File: src/source/isa_pkg.sv
/*
 * Instruction set constants for the fetch stage
 * Field layout, opcode values, vectors and predictor sizing
 */
`default_nettype none

package isa_pkg;

   // Word and address widths
   localparam int XLEN = 32;
   localparam int AW   = 10;
   // Word PC drops the two byte offset bits
   localparam int PCW  = AW - 2;
   localparam int IMEM_WORDS = 1 << PCW;

   // Opcode field, bits 5 to 0
   localparam int OPC_LSB = 0;
   localparam int OPC_W   = 6;

   localparam logic [OPC_W-1:0] OPC_JMP     = 6'h01;
   localparam logic [OPC_W-1:0] OPC_JAL     = 6'h02;
   localparam logic [OPC_W-1:0] OPC_BT      = 6'h03;
   localparam logic [OPC_W-1:0] OPC_BF      = 6'h04;
   localparam logic [OPC_W-1:0] OPC_SYSCALL = 6'h05;
   localparam logic [OPC_W-1:0] OPC_RET     = 6'h06;

   // Signed word offset, bits 31 to 6
   localparam int OFFS_W = 26;

   // Word vector addresses
   localparam logic [PCW-1:0] VEC_SYSCALL = 8'h04;
   localparam logic [PCW-1:0] VEC_IRQ     = 8'h08;
   localparam logic [PCW-1:0] VEC_FAULT   = 8'h0C;

   // Predictor table, indexed by low PC bits
   localparam int BP_IDX_W   = 4;
   localparam int BP_ENTRIES = 1 << BP_IDX_W;
   localparam logic [1:0] BP_INIT = 2'b01;

   // Idle cycles between reset release and the first command
   localparam int STARTUP_CYCLES = 2;
   localparam int STARTUP_W      = $clog2(STARTUP_CYCLES + 1);

endpackage

`default_nettype wire

File: src/source/fetch_if_pkg.sv
/*
 * Bundles exchanged between fetch, memory, predictor and decode
 */
`default_nettype none

package fetch_if_pkg;

   // Read command to instruction memory
   typedef struct packed {
      logic [isa_pkg::PCW-1:0]  addr;
   } imem_cmd_t;

   // Read response, tagged with its word address
   typedef struct packed {
      logic [isa_pkg::XLEN-1:0] insn;
      logic [isa_pkg::PCW-1:0]  tag;
   } imem_rsp_t;

   // Predecode result, flags mutually exclusive
   typedef struct packed {
      logic                     is_jmp;
      logic                     is_bcc;
      logic                     bcc_true;
      logic                     link;
      logic                     is_syscall;
      logic                     is_ret;
      // Sign extended word offset
      logic [isa_pkg::XLEN-1:0] offset;
   } predec_t;

   typedef struct packed {
      logic [isa_pkg::PCW-1:0]  pc;
   } bp_query_t;

   // Resolution from a later stage
   typedef struct packed {
      logic [isa_pkg::PCW-1:0]  pc;
      logic                     taken;
   } bp_update_t;

   // Slot content handed to decode
   typedef struct packed {
      logic [isa_pkg::XLEN-1:0] insn;
      logic [isa_pkg::PCW-1:0]  pc;
      predec_t                  pd;
      logic                     predicted_taken;
      logic [isa_pkg::PCW-1:0]  alt_tgt;
      logic                     exception;
      logic                     exc_irq;
      logic                     exc_fault;
   } decode_bundle_t;

   typedef struct packed {
      logic [isa_pkg::PCW-1:0]  tgt;
   } redirect_t;

endpackage

`default_nettype wire

File: src/source/branch_predictor.sv
/*
 * Conditional branch predictor
 * Two-bit saturating counters, read by PC and trained by resolution
 */
`timescale 1ns/10ps
`default_nettype none

module branch_predictor (
   input  logic                    clk,
   input  logic                    rst_n,
   input  fetch_if_pkg::bp_query_t query,
   output logic                    pred_taken,
   input  logic                    upd_valid,
   input  fetch_if_pkg::bp_update_t upd
);

   logic [1:0]                   ctr [isa_pkg::BP_ENTRIES];
   logic [isa_pkg::BP_IDX_W-1:0] rd_idx;
   logic [isa_pkg::BP_IDX_W-1:0] wr_idx;
   logic [1:0]                   wr_ctr;

   // Low PC bits pick the entry
   assign rd_idx = query.pc[isa_pkg::BP_IDX_W-1:0];
   assign wr_idx = upd.pc[isa_pkg::BP_IDX_W-1:0];
   assign wr_ctr = ctr[wr_idx];

   // Counter MSB is the prediction
   assign pred_taken = ctr[rd_idx][1];

   always_ff @(posedge clk) begin
      if (!rst_n) begin
         // Every entry starts weakly not taken
         for (int i = 0; i < isa_pkg::BP_ENTRIES; i++) begin
            ctr[i] <= isa_pkg::BP_INIT;
         end
      end else if (upd_valid) begin
         // Saturate at both ends
         if (upd.taken) begin
            if (wr_ctr != 2'b11) begin
               ctr[wr_idx] <= wr_ctr + 2'd1;
            end
         end else begin
            if (wr_ctr != 2'b00) begin
               ctr[wr_idx] <= wr_ctr - 2'd1;
            end
         end
      end
   end

endmodule

`default_nettype wire

File: config.mk
export PLATFORM = sky130hd
export DESIGN_NAME = branch_predictor
export DESIGN_NICKNAME = d
export VERILOG_FILES = /design/src/source/isa_pkg.sv /design/src/source/fetch_if_pkg.sv /design/src/source/branch_predictor.sv
export SDC_FILE = /design/constraint.sdc
export NUM_CORES = 1
export LEC_CHECK = 0
export ABC_AREA = 1
export CORE_MARGIN = 3
export CORE_UTILIZATION = 50
export CTS_CLUSTER_DIAMETER = 100
export DETAILED_ROUTE_END_ITERATION = 16
export DONT_BUFFER_PORTS = 1
export PLACE_DENSITY_LB_ADDON = 0.05
export SKIP_CTS_REPAIR_TIMING = 1
export SYNTH_ARGS = -nofsm -noshare
export SYNTH_HDL_FRONTEND = slang
export SYNTH_SLANG_ARGS = --single-unit
File: constraint.sdc
create_clock -name clk -period 3.15 [get_ports clk]
set_input_delay 0.1575 -clock clk [delete_from_list [all_inputs] [get_ports clk]]
set_output_delay 0.1575 -clock clk [all_outputs]
set_load 0.02 [all_outputs]
==> qor.yml <==
timing:
  fmax_mhz: 462.2
  slew_headroom_pct: 57.35
  rsz0062_at_grt: "no"
  holdWs_ps: 84.76
  worst_pin_slew_ps: 633.1
  finalCritPeriodShare_pct: 68.69
  maxSlewViolCount: 0
  setup-violations-final: 0
  setup_tns_ps: 0
  finalHoldViolations: 0
  finalCriticalPeriod_ps: 2164
  fin_skew_ps: 3.843
cts:
  clkLatencyLatePin_ps: 280
  cts_max_path_buffers: 2
  cts_inserted_buffers: 5
  htree_levels: 2
  root_buffer: "clkbuf_8"
  clk_pin_slew_ps: 60
  cts_num_sinks: 32
  cts_tree: "done"
setup_path:
  criticalPathCategory: "reg -> reg"
  critPathBufInv: 1
  ff2ff_path_depth: 13
  critPathSlowestCell: "edfxtp_1"
  path_common_cell: "nand2_1"
  cp-start-kind: "flip-flop"
  worstPathRequired_ps: 3140
  crit_chain: "nand2_1 > nand2_1 > nand2_1 > nand2_1 > nand2_1 > nand2_1 > inv_1 > nand2_2 > nand2_2 > nand2_2 > nand2_4 > nand2_1 > nand2_1"
  end_kind: "flip-flop"
  critPathArrivalTime_ps: 2160
  cp.depth: 13
  critical-path-max-stage-delay_ps: 360
  path_delay_family: "simple AND/OR/NAND/NOR gates"
  worstPathMaxFanout: 32
placed_design:
  numPortBuffers: 0
  place_area_um2: 2041
  hpwl_um: 2971
  gp_congestion: 0.8023
finish:
  final_nets: 284
  max_flop_register: "ctr"
  largest_register_ff_count: 32
  syn_to_final_growth_pct: 2.108
  insertedDiodeCount: 0
  final_layout_size_suffix_gt1_share_pct: 14.34
  fillers: 375
  top_regs: "ctr: 32 flops"
  final_cell_area_um2: 2121
route:
  viasPerCell: 5.131
  drcViolationCount: 0
  wl_um: 4128
  ant_nets: 0
  vias: 1606
  drt_iter0_markers: 87
  wl_per_cell_um: 13.19
  first_pass_iters: 4
global_routing:
  grt_antenna_before_repair: 0
  grt_pass1_wl_um: 7314
  grt_use_total_pct: 18.87
  grt_overflow: 0
  grt_max_degree: 33
  grt_pass1_vias: 1531
synthesis:
  synth_cell_type_count: 22
  syn_inst: 269
  seq_area_frac_synth_pct: 46.27
  syn_area_per_cell_um2: 7.721
  synthArstFlopShare_pct: 0
  yosysWarnings: 0
  synth_flop_cell: "edfxtp_1"
  synth_edf_count: 32
  synth_fp_nets: 289
  yosys_register_bits: 32
  syn-cell-area_um2: 2077
power_and_ir_drop:
  clkPwrFrac_pct: 31.9
  pwr_density_cell_nw_per_um2: 428.6
  p_int_uw: 668.0
  irDropWorstVdd_v: 0.0002218
  p_leak_uw: 0.0008844
  power.share.sequential_pct: 53.2
  pwr-share-comb_pct: 15.0
  design_power_total_uw: 909.0
  switchingPower_uw: 240.9
  switching_share_pct: 26.51
floorplanning:
  dieHeight_um: 70.45
  core_region_area_um2: 3826
  start_util_pct: 54.28
  die-area_um2: 4963
  die_x_um: 70.45
  pin_count: 21
  rows: 22
min_path:
  hold-path-cell-count: 1
  hp-class: "in -> reg"
job:
  maxCapViolations: 0
run_status:
  status: "completed"
==> final timing paths <==
path	start	to	slack [ps]
max	ctr[15][0]	ctr[9][0]	990
min	rst_n	ctr[6][1]	80
max reg2reg	ctr[15][0]	ctr[9][0]	990
min reg2reg	ctr[6][0]	ctr[9][0]	1230
==> kinds of logic after synthesis <==
kind of cell	count (synthesis)	share of synthesized area [%]
compound gates	15	3.976
buf+inv	31	8.313
flops	32	46.26
mux	4	1.928
simple gates	187	39.52
==> cell usage after synthesis, types with 2 or more instances <==
cell,number,area [µm²]
nand2_2,20,125.1
buf_2,2,10.01
clkbuf_1,2,7.510
inv_1,17,63.81
nor2_1,27,101.4
edfxtp_1,32,960.9
nand2_1,110,412.9
nor2_2,10,62.56
o211ai_1,3,22.52
nand3_1,17,85.08
buf_6,4,45.04
a21oi_1,4,20.02
buf_4,2,15.01
o21ai_0,8,40.04
mux2i_1,4,40.04
==> final cells by class <==
class	count	area, µm²	area share, %
flip-flops and latches	32	960.9	45.31
clock inverters	1	3.754	0.1770
well taps	48	60.06	2.832
multi-input cells	206	943.4	44.48
clock buffers	7	76.32	3.599
inverters	19	76.32	3.599
==> cells in the final DEF, fill, tap and decap left out <==
cell      instances
nand2_4           1
a21oi_1           4
nor2_2           10
nor3_1            1
inv_1            17
mux2i_1           4
nand2_1         110
nand2_2          20
edfxtp_1         32
clkinv_1          2
nand3_4           1
clkbuf_1          2
clkbuf_8          5
inv_6             1
o211ai_1          3
o21ai_0           8
nand3_1          17
nor2_1           27
==> power groups by stage <==
| stage | registers, µW | clock network [µW] | logic [µW] |
|---|---|---|---|
| after floorplan | 490 | 0 | 134 |
| after global placement | 492 | 0 | 137 |
| after detailed placement | 492 | 0 | 138 |
| after CTS | 483 | 297 | 138 |
| after global routing | 484 | 322 | 157 |
| final | 483 | 290 | 136 |
==> metal layers <==
metal,up-vias,GRT usage (%),part of all wire [%]
li1,844,-,-
met1,718,26.45,47
met2,38,30.15,47
met3,6,3.597,4.7
met4,0,4.468,1.2
met5,-,0,0
==> through the flow <==
step	cells	setup slack (ps)	utilization, %
3_3_place_gp	305	1008	53.34
6_report	313	986.4	55.43
4_1_cts	313	966.9	55.43
2_1_floorplan	269	1518	-
5_1_grt	313	711.3	55.43
3_5_place_dp	305	976.7	53.34
(Power assumes the default switching activity.)
