`src/source/isa_pkg.sv`:
```
/*
 * Instruction set constants for the fetch stage
 * Field layout, opcode values, vectors and predictor sizing
 */
`default_nettype none

package isa_pkg;

   // Word and address widths
   localparam int XLEN = 32;
   localparam int AW   = 10;
   // Word PC drops the two byte offset bits
   localparam int PCW  = AW - 2;
   localparam int IMEM_WORDS = 1 << PCW;

   // Opcode field, bits 5 to 0
   localparam int OPC_LSB = 0;
   localparam int OPC_W   = 6;

   localparam logic [OPC_W-1:0] OPC_JMP     = 6'h01;
   localparam logic [OPC_W-1:0] OPC_JAL     = 6'h02;
   localparam logic [OPC_W-1:0] OPC_BT      = 6'h03;
   localparam logic [OPC_W-1:0] OPC_BF      = 6'h04;
   localparam logic [OPC_W-1:0] OPC_SYSCALL = 6'h05;
   localparam logic [OPC_W-1:0] OPC_RET     = 6'h06;

   // Signed word offset, bits 31 to 6
   localparam int OFFS_W = 26;

   // Word vector addresses
   localparam logic [PCW-1:0] VEC_SYSCALL = 8'h04;
   localparam logic [PCW-1:0] VEC_IRQ     = 8'h08;
   localparam logic [PCW-1:0] VEC_FAULT   = 8'h0C;

   // Predictor table, indexed by low PC bits
   localparam int BP_IDX_W   = 4;
   localparam int BP_ENTRIES = 1 << BP_IDX_W;
   localparam logic [1:0] BP_INIT = 2'b01;

   // Idle cycles between reset release and the first command
   localparam int STARTUP_CYCLES = 2;
   localparam int STARTUP_W      = $clog2(STARTUP_CYCLES + 1);

endpackage

`default_nettype wire

```
`src/source/fetch_if_pkg.sv`:
```
/*
 * Bundles exchanged between fetch, memory, predictor and decode
 */
`default_nettype none

package fetch_if_pkg;

   // Read command to instruction memory
   typedef struct packed {
      logic [isa_pkg::PCW-1:0]  addr;
   } imem_cmd_t;

   // Read response, tagged with its word address
   typedef struct packed {
      logic [isa_pkg::XLEN-1:0] insn;
      logic [isa_pkg::PCW-1:0]  tag;
   } imem_rsp_t;

   // Predecode result, flags mutually exclusive
   typedef struct packed {
      logic                     is_jmp;
      logic                     is_bcc;
      logic                     bcc_true;
      logic                     link;
      logic                     is_syscall;
      logic                     is_ret;
      // Sign extended word offset
      logic [isa_pkg::XLEN-1:0] offset;
   } predec_t;

   typedef struct packed {
      logic [isa_pkg::PCW-1:0]  pc;
   } bp_query_t;

   // Resolution from a later stage
   typedef struct packed {
      logic [isa_pkg::PCW-1:0]  pc;
      logic                     taken;
   } bp_update_t;

   // Slot content handed to decode
   typedef struct packed {
      logic [isa_pkg::XLEN-1:0] insn;
      logic [isa_pkg::PCW-1:0]  pc;
      predec_t                  pd;
      logic                     predicted_taken;
      logic [isa_pkg::PCW-1:0]  alt_tgt;
      logic                     exception;
      logic                     exc_irq;
      logic                     exc_fault;
   } decode_bundle_t;

   typedef struct packed {
      logic [isa_pkg::PCW-1:0]  tgt;
   } redirect_t;

endpackage

`default_nettype wire

```
`src/source/insn_predecoder.sv`:
```
/*
 * Instruction predecoder
 * Classifies one word into branch kind, offset and link flag
 */
`timescale 1ns/10ps
`default_nettype none

module insn_predecoder (
   input  logic [isa_pkg::XLEN-1:0] insn,
   output fetch_if_pkg::predec_t    predec
);

   logic [isa_pkg::OPC_W-1:0]  opc;
   logic [isa_pkg::XLEN-1:0]   offs_sext;

   // Opcode in the low bits
   assign opc = insn[isa_pkg::OPC_LSB +: isa_pkg::OPC_W];

   // Offset occupies everything above the opcode
   assign offs_sext = {{(isa_pkg::XLEN - isa_pkg::OFFS_W){insn[isa_pkg::XLEN-1]}},
                       insn[isa_pkg::XLEN-1 -: isa_pkg::OFFS_W]};

   always_comb begin
      predec = '0;
      case (opc)
         isa_pkg::OPC_JMP: begin
            predec.is_jmp = 1'b1;
            predec.offset = offs_sext;
         end
         // Same as jmp plus link
         isa_pkg::OPC_JAL: begin
            predec.is_jmp = 1'b1;
            predec.link   = 1'b1;
            predec.offset = offs_sext;
         end
         isa_pkg::OPC_BT: begin
            predec.is_bcc   = 1'b1;
            predec.bcc_true = 1'b1;
            predec.offset   = offs_sext;
         end
         // bf differs from bt only in bcc_true
         isa_pkg::OPC_BF: begin
            predec.is_bcc = 1'b1;
            predec.offset = offs_sext;
         end
         isa_pkg::OPC_SYSCALL: begin
            predec.is_syscall = 1'b1;
         end
         isa_pkg::OPC_RET: begin
            predec.is_ret = 1'b1;
         end
         // Ordinary instruction, no flags
         default: begin
            predec = '0;
         end
      endcase
   end

endmodule

`default_nettype wire

```
`src/source/fetch_unit.sv`:
```
/*
 * Fetch unit: PC, redirect priority, exception vectoring
 * and a one-slot output buffer toward decode
 */
`timescale 1ns/10ps
`default_nettype none

module fetch_unit (
   input  logic                           clk,
   input  logic                           rst_n,
   output logic                           cmd_valid,
   input  logic                           cmd_ready,
   output fetch_if_pkg::imem_cmd_t        cmd,
   input  logic                           rsp_valid,
   input  fetch_if_pkg::imem_rsp_t        rsp,
   output fetch_if_pkg::bp_query_t        bp_query,
   input  logic                           bp_taken,
   input  logic                           flush_valid,
   input  fetch_if_pkg::redirect_t        flush,
   input  logic                           irq,
   input  logic                           fetch_fault,
   input  logic [isa_pkg::PCW-1:0]        epc,
   output logic                           dec_valid,
   input  logic                           dec_ready,
   output fetch_if_pkg::decode_bundle_t   dec
);

   logic [isa_pkg::STARTUP_W-1:0] start_cnt;
   logic                          started;
   logic                          busy;
   logic [isa_pkg::PCW-1:0]       pc;
   logic [isa_pkg::PCW-1:0]       last_addr;
   logic                          cmd_fire;
   logic                          slot_free;
   logic                          rsp_hit;
   logic                          slot_load;
   logic                          exc;
   logic                          exc_irq;
   logic                          exc_fault;
   logic [isa_pkg::XLEN-1:0]      insn_eff;
   fetch_if_pkg::predec_t         pd;
   logic [isa_pkg::PCW-1:0]       seq_pc;
   logic [isa_pkg::PCW-1:0]       br_tgt;
   logic [isa_pkg::PCW-1:0]       next_pc;
   logic                          bcc_taken;
   fetch_if_pkg::decode_bundle_t  bundle;

   // Startup delay after reset
   assign started = (start_cnt == isa_pkg::STARTUP_CYCLES);

   always_ff @(posedge clk) begin
      if (!rst_n) begin
         start_cnt <= '0;
      end else if (!started) begin
         start_cnt <= start_cnt + 1'b1;
      end
   end

   // Slot can take data next cycle
   assign slot_free = ~dec_valid | dec_ready;

   // One command in flight, issued only if its response will fit
   assign cmd_valid = started & ~busy & slot_free;
   assign cmd.addr  = pc;
   assign cmd_fire  = cmd_valid & cmd_ready;

   always_ff @(posedge clk) begin
      if (!rst_n) begin
         busy <= 1'b0;
      end else if (cmd_fire) begin
         busy <= 1'b1;
      end else if (rsp_valid) begin
         busy <= 1'b0;
      end
   end

   // Address last commanded; a flush retargets it so stale tags miss
   always_ff @(posedge clk) begin
      if (!rst_n) begin
         last_addr <= '0;
      end else if (flush_valid) begin
         last_addr <= flush.tgt;
      end else if (cmd_fire) begin
         last_addr <= pc;
      end
   end

   assign rsp_hit   = rsp_valid & (rsp.tag == last_addr) & ~flush_valid;
   // Bypass load, slot empty or drained this cycle
   assign slot_load = rsp_hit & slot_free;

   // IRQ wins over fault
   assign exc_irq   = irq;
   assign exc_fault = fetch_fault & ~irq;
   assign exc       = irq | fetch_fault;

   // Exception entry carries a zero word
   assign insn_eff = exc ? '0 : rsp.insn;

   insn_predecoder u_predec (
      .insn   (insn_eff),
      .predec (pd)
   );

   // Predictor looks up the responding PC
   assign bp_query.pc = rsp.tag;

   assign seq_pc    = rsp.tag + 1'b1;
   assign br_tgt    = rsp.tag + pd.offset[isa_pkg::PCW-1:0];
   assign bcc_taken = pd.is_bcc & bp_taken;

   // Next PC priority chain
   always_comb begin
      if (flush_valid) begin
         next_pc = flush.tgt;
      end else if (exc_irq) begin
         next_pc = isa_pkg::VEC_IRQ;
      end else if (exc_fault) begin
         next_pc = isa_pkg::VEC_FAULT;
      end else if (pd.is_syscall) begin
         next_pc = isa_pkg::VEC_SYSCALL;
      end else if (pd.is_ret) begin
         next_pc = epc;
      end else if (pd.is_jmp || bcc_taken) begin
         next_pc = br_tgt;
      end else begin
         next_pc = seq_pc;
      end
   end

   always_ff @(posedge clk) begin
      if (!rst_n) begin
         pc <= '0;
      end else if (flush_valid || slot_load) begin
         pc <= next_pc;
      end
   end

   // Bundle for decode
   always_comb begin
      bundle.insn            = insn_eff;
      bundle.pc              = rsp.tag;
      bundle.pd              = pd;
      bundle.predicted_taken = bcc_taken;
      // Other path of a branch
      bundle.alt_tgt         = pd.is_bcc ? (bp_taken ? seq_pc : br_tgt) : '0;
      bundle.exception       = exc;
      bundle.exc_irq         = exc_irq;
      bundle.exc_fault       = exc_fault;
   end

   // Output slot valid, flush empties it
   always_ff @(posedge clk) begin
      if (!rst_n) begin
         dec_valid <= 1'b0;
      end else if (flush_valid) begin
         dec_valid <= 1'b0;
      end else if (slot_load) begin
         dec_valid <= 1'b1;
      end else if (dec_ready) begin
         dec_valid <= 1'b0;
      end
   end

   // Held while decode stalls
   always_ff @(posedge clk) begin
      if (slot_load) begin
         dec <= bundle;
      end
   end

endmodule

`default_nettype wire

```
`config.mk`:
```
export PLATFORM = sky130hd
export DESIGN_NAME = fetch_unit
export DESIGN_NICKNAME = d
export VERILOG_FILES = /design/src/source/isa_pkg.sv /design/src/source/fetch_if_pkg.sv /design/src/source/insn_predecoder.sv /design/src/source/fetch_unit.sv
export SDC_FILE = /design/constraint.sdc
export NUM_CORES = 1
export LEC_CHECK = 0
export BUFFER_PORTS_ARGS = -buffer_cell sky130_fd_sc_hd__buf_2
export CAP_MARGIN = 15
export CORE_ASPECT_RATIO = 0.6
export CORE_UTILIZATION = 50
export DETAILED_ROUTE_END_ITERATION = 8
export PLACE_DENSITY = 0.88
export SYNTH_ARGS = -nofsm -noshare
export SYNTH_HDL_FRONTEND = slang
export SYNTH_SLANG_ARGS = --single-unit
```
`constraint.sdc`:
```
create_clock -name clk -period 3.9 [get_ports clk]
set_input_delay 0.585 -clock clk [delete_from_list [all_inputs] [get_ports clk]]
set_output_delay 0.585 -clock clk [all_outputs]
set_load 0.01 [all_outputs]
```
==> summary.txt <==
Run status
  – Status: completed

Pwr
  – Sw Pwr: 0.000582 W
  – Leak: 2.45 nW
  – Clock power frac: 38.2%
  – Max VDD drop: 0.247 mV
  – Power, Total: between 0.002 and 0.0025 W
  – Sequential share of power: between 50 and 60%
  – P_int: 0.00183 W
  – Gate power share: 10.7%
  – Pwr per Cell Area: 395 nW/um^2
  – Switch share: about a quarter

Timing
  – Setup TNS: 0 ns
  – Slew Viols, Final: 0
  – Hold slack: 0.492 ns
  – Clock Skew: 0.00606 ns
  – Max Fclk: between 300 and 400 MHz
  – # setup viols final: 0
  – Period utilization: between 70 and 80%
  – Final Critical Period: 3.09 ns
  – Slew headroom: 58.6%
  – RSZ-0062 raised after global routing: false
  – Final Hold Vio Count: 0
  – Least-Margin Pin Slew: 0.622 ns

Clock network
  – Worst-Skew Late Latency: around 0.35 ns
  – Clock tree root buffer cell: clkbuf_16
  – CTS max path bufs: 2
  – Setup Fix Bufs, Post-CTS: 0
  – H-tree depth: 3
  – Worst-path clk slew: 0.07 ns
  – CTS tree: built
  – Inserted Clock Buffers: 9
  – Post-cts resize count: 0
  – # hold bufs at CTS: 0
  – CTS Sinks: 104

Routing
  – DRC: 0
  – Post-Route WL: 12600 um
  – Iteration-0 DRC Markers: 501
  – WL/cell: 18.1 um
  – Routed Antenna Nets: 0
  – TritonRoute pass-1 iters: 5
  – Via count: 3795
  – Vias per inst: 5.45

Final layout
  – Nets: between 600 and 700
  – Layout cells sized above 1: 35.9%
  – Final design utilization: around 65%
  – Area Overhead vs Synth: 24.2%
  – ANT cells: 0

Floorplan
  – Die footprint: 10200 um^2
  – Std cell rows: 27
  – IO Pins: 173
  – Core area: 9360 um^2
  – Initial Util: 52.4%
  – Die Y: approximately 79 um
  – Die width: 130 um

Critical path
  – Worst path slowest cell: fa_1
  – R2r setup slk: approximately 1.6 ns
  – Crit-path most repeated cell: a21oi_1
  – Crit path buf inv count: 1
  – WS Path Type: input port to flop
  – CP required: roughly 4.2 ns
  – CP arrival: 3.34 ns
  – Reg2reg start: last_addr[3]$_SDFFE_PN0P_
  – Worst R2R Path Depth: 4
  – CP Launch Type: input port
  – Critical path cell sequence: buf_2 -> or3_1 -> nand2_1 -> nor2_1 -> and2_1 -> ha_1 -> fa_1 -> a211oi_1 -> o21bai_1 -> a21oi_1 -> xnor2_1 -> a21oi_1 -> o41ai_2
  – Worst flop-to-flop path endpoint: dec[16]$_DFFE_PP_
  – Setup crit end kind: flop
  – Slowest Stage Delay on Critical Path: 0.43 ns
  – Critical Path Fanout Max: 11
  – Cell family with most CP delay: compound AO/OA/AOI/OAI gates

Yosys
  – Register area share after synthesis: 59.6%
  – Seq cells post-synth: 104
  – Synth Warn #: 0
  – Synth top area share: between 50% and 60%
  – Synthesized area per cell: 12.2 um^2
  – Mapped Area: approximately 4900 um^2
  – Synth Instances: approximately 400
  – Primary FF master, synth: edfxtp_1
  – Cell variety after synth: 52
  – Synth area leader: edfxtp_1
  – Syn nets: 477
  – Asr flop ratio synth: 0%
  – Top cells by area, synth: edfxtp_1, dfxtp_1, and2_1, mux2i_1, nor2_1
  – Post-synth EDFFs: between 80 and 90

GRT
  – First-pass GRT wire length: 19000 um
  – Largest net degree at the start of global routing: 50
  – Initial antenna violation count: 0
  – GRT Util Overall: 25.4%
  – Vias in the first global route: 3550
  – Grt ovf: 0

Placed design
  – HPWL Detailed: ~9400 um
  – IO buf count: around 170
  – Final GP Congestion: ~0.95

Min path
  – Min-Delay Path Class: flop to flop
  – Worst hold path depth: 2
  – Hold Path End: busy$_SDFFE_PN0P_
  – Hold path startpoint: busy$_SDFFE_PN0P_

Flow run
  – Total of max-cap violations: 0
-- cell usage in the layout, fill, tap and decap left out, types with 4 or more instances in the layout --
| cell type | n |
|---|---|
| nand2b_1 | 4 |
| and2_1 | 57 |
| a211o_1 | 4 |
| nor2_1 | 31 |
| xor2_1 | 12 |
| dfxtp_1 | 20 |
| edfxtp_1 | 84 |
| nand2_1 | 23 |
| clkbuf_16 | 9 |
| o21ai_0 | 11 |
| o21a_1 | 5 |
| xnor2_1 | 10 |
| nor3_1 | 6 |
| mux2i_1 | 15 |
| inv_1 | 8 |
| a211oi_1 | 6 |
| ha_1 | 9 |
| a21oi_1 | 16 |
| buf_2 | 172 |
| nand3_1 | 8 |
| and3_1 | 4 |
-- per-layer routing --
metal  GRT usage (%)  vias to the layer above  part of all wire (%)
li1                -                     1741                     -
met2            37.5                      203                    45
met3            7.21                       26                   8.3
met1            36.0                     1825                    45
met4            8.14                        0                   1.8
met5               0                        -                     0
-- power groups by stage --
stage                     sequential (W)  clock (W)  combinational (W)
after floorplan                  0.00125          0           0.000156
after global placement           0.00125          0           0.000238
after detailed placement         0.00125          0           0.000253
after CTS                        0.00123   0.000931           0.000255
after global routing             0.00123   0.000975           0.000283
final                            0.00123   0.000920           0.000258
-- tightest hold or removal path, cell delays in order, from the launching register on --
cell,delay [ns]
dfxtp_1,0.32
nand2b_1,0.07
a21oi_1,0.06
-- kinds of logic (layout without fill, tap and decap cells) --
group | after synthesis | count (layout) | synth area share, %
flops | 104 | 104 | 59.6
compound gates | 62 | 62 | 8.81
xor+xnor | 22 | 22 | 3.93
buf+inv | 37 | 201 | 4.36
simple gates | 152 | 152 | 17.5
mux | 15 | 15 | 3.06
fa+ha+maj | 10 | 10 | 2.71
-- cells in the mapped netlist, types with 2 or more instances --
cell and count:
o21a_1 5, nor2_1 31, and2_1 57, a21o_1 3, nand2_1 23, o21bai_1 2
buf_4 14, inv_1 8, o21ai_0 11, nand3_1 8, and3_1 4, a211o_1 4
ha_1 9, xnor2_1 10, a311oi_1 3, a22oi_1 3, nand4_1 2, a21oi_1 16
edfxtp_1 84, mux2i_1 15, nor2b_1 3, xor2_1 12, clkinv_1 2, nor3b_1 2
nor3_1 6, dfxtp_1 20, nand2b_1 4, a211oi_1 6, buf_6 3, clkbuf_1 10
-- flip-flops by register name, summed over array words and instances (netlist names) --
name,flops
cmd,8
last_addr,8
dec_valid,1
dec,84
busy,1
start_cnt,2
-- metrics by stage --
stage	cells	area [um^2]	setup WS, ns
after global placement	680	5790	0.655
after global routing	696	6090	0.546
final	696	6090	0.810
after floorplan	402	4900	0.815
after CTS	696	6090	0.833
after detailed placement	680	5790	0.541
-- worst max path at each step --
stage | depth (start not counted) | start | slack (ns) | endpoint
floorplan | 14 | rsp[10] | 0.81 | cmd[6]$_SDFFE_PN0P_
global route | 13 | rsp[13] | 0.55 | cmd[6]$_SDFFE_PN0P_
global placement | 13 | irq | 0.66 | cmd[6]$_SDFFE_PN0P_
CTS | 13 | rsp[10] | 0.83 | cmd[6]$_SDFFE_PN0P_
detailed placement | 13 | rsp[10] | 0.54 | cmd[6]$_SDFFE_PN0P_
finish | 13 | rsp[10] | 0.81 | cmd[6]$_SDFFE_PN0P_
-- cell type report --
class,instances,area (um^2)
fillers,715,3270
flip-flops and latches,104,2920
multi-input cells,261,1770
repair buffers,175,896
clock buffers,9,225
well taps,130,163
clock inverters,7,77.6
inverters,10,37.5
Power figures use the tool's default switching activity.
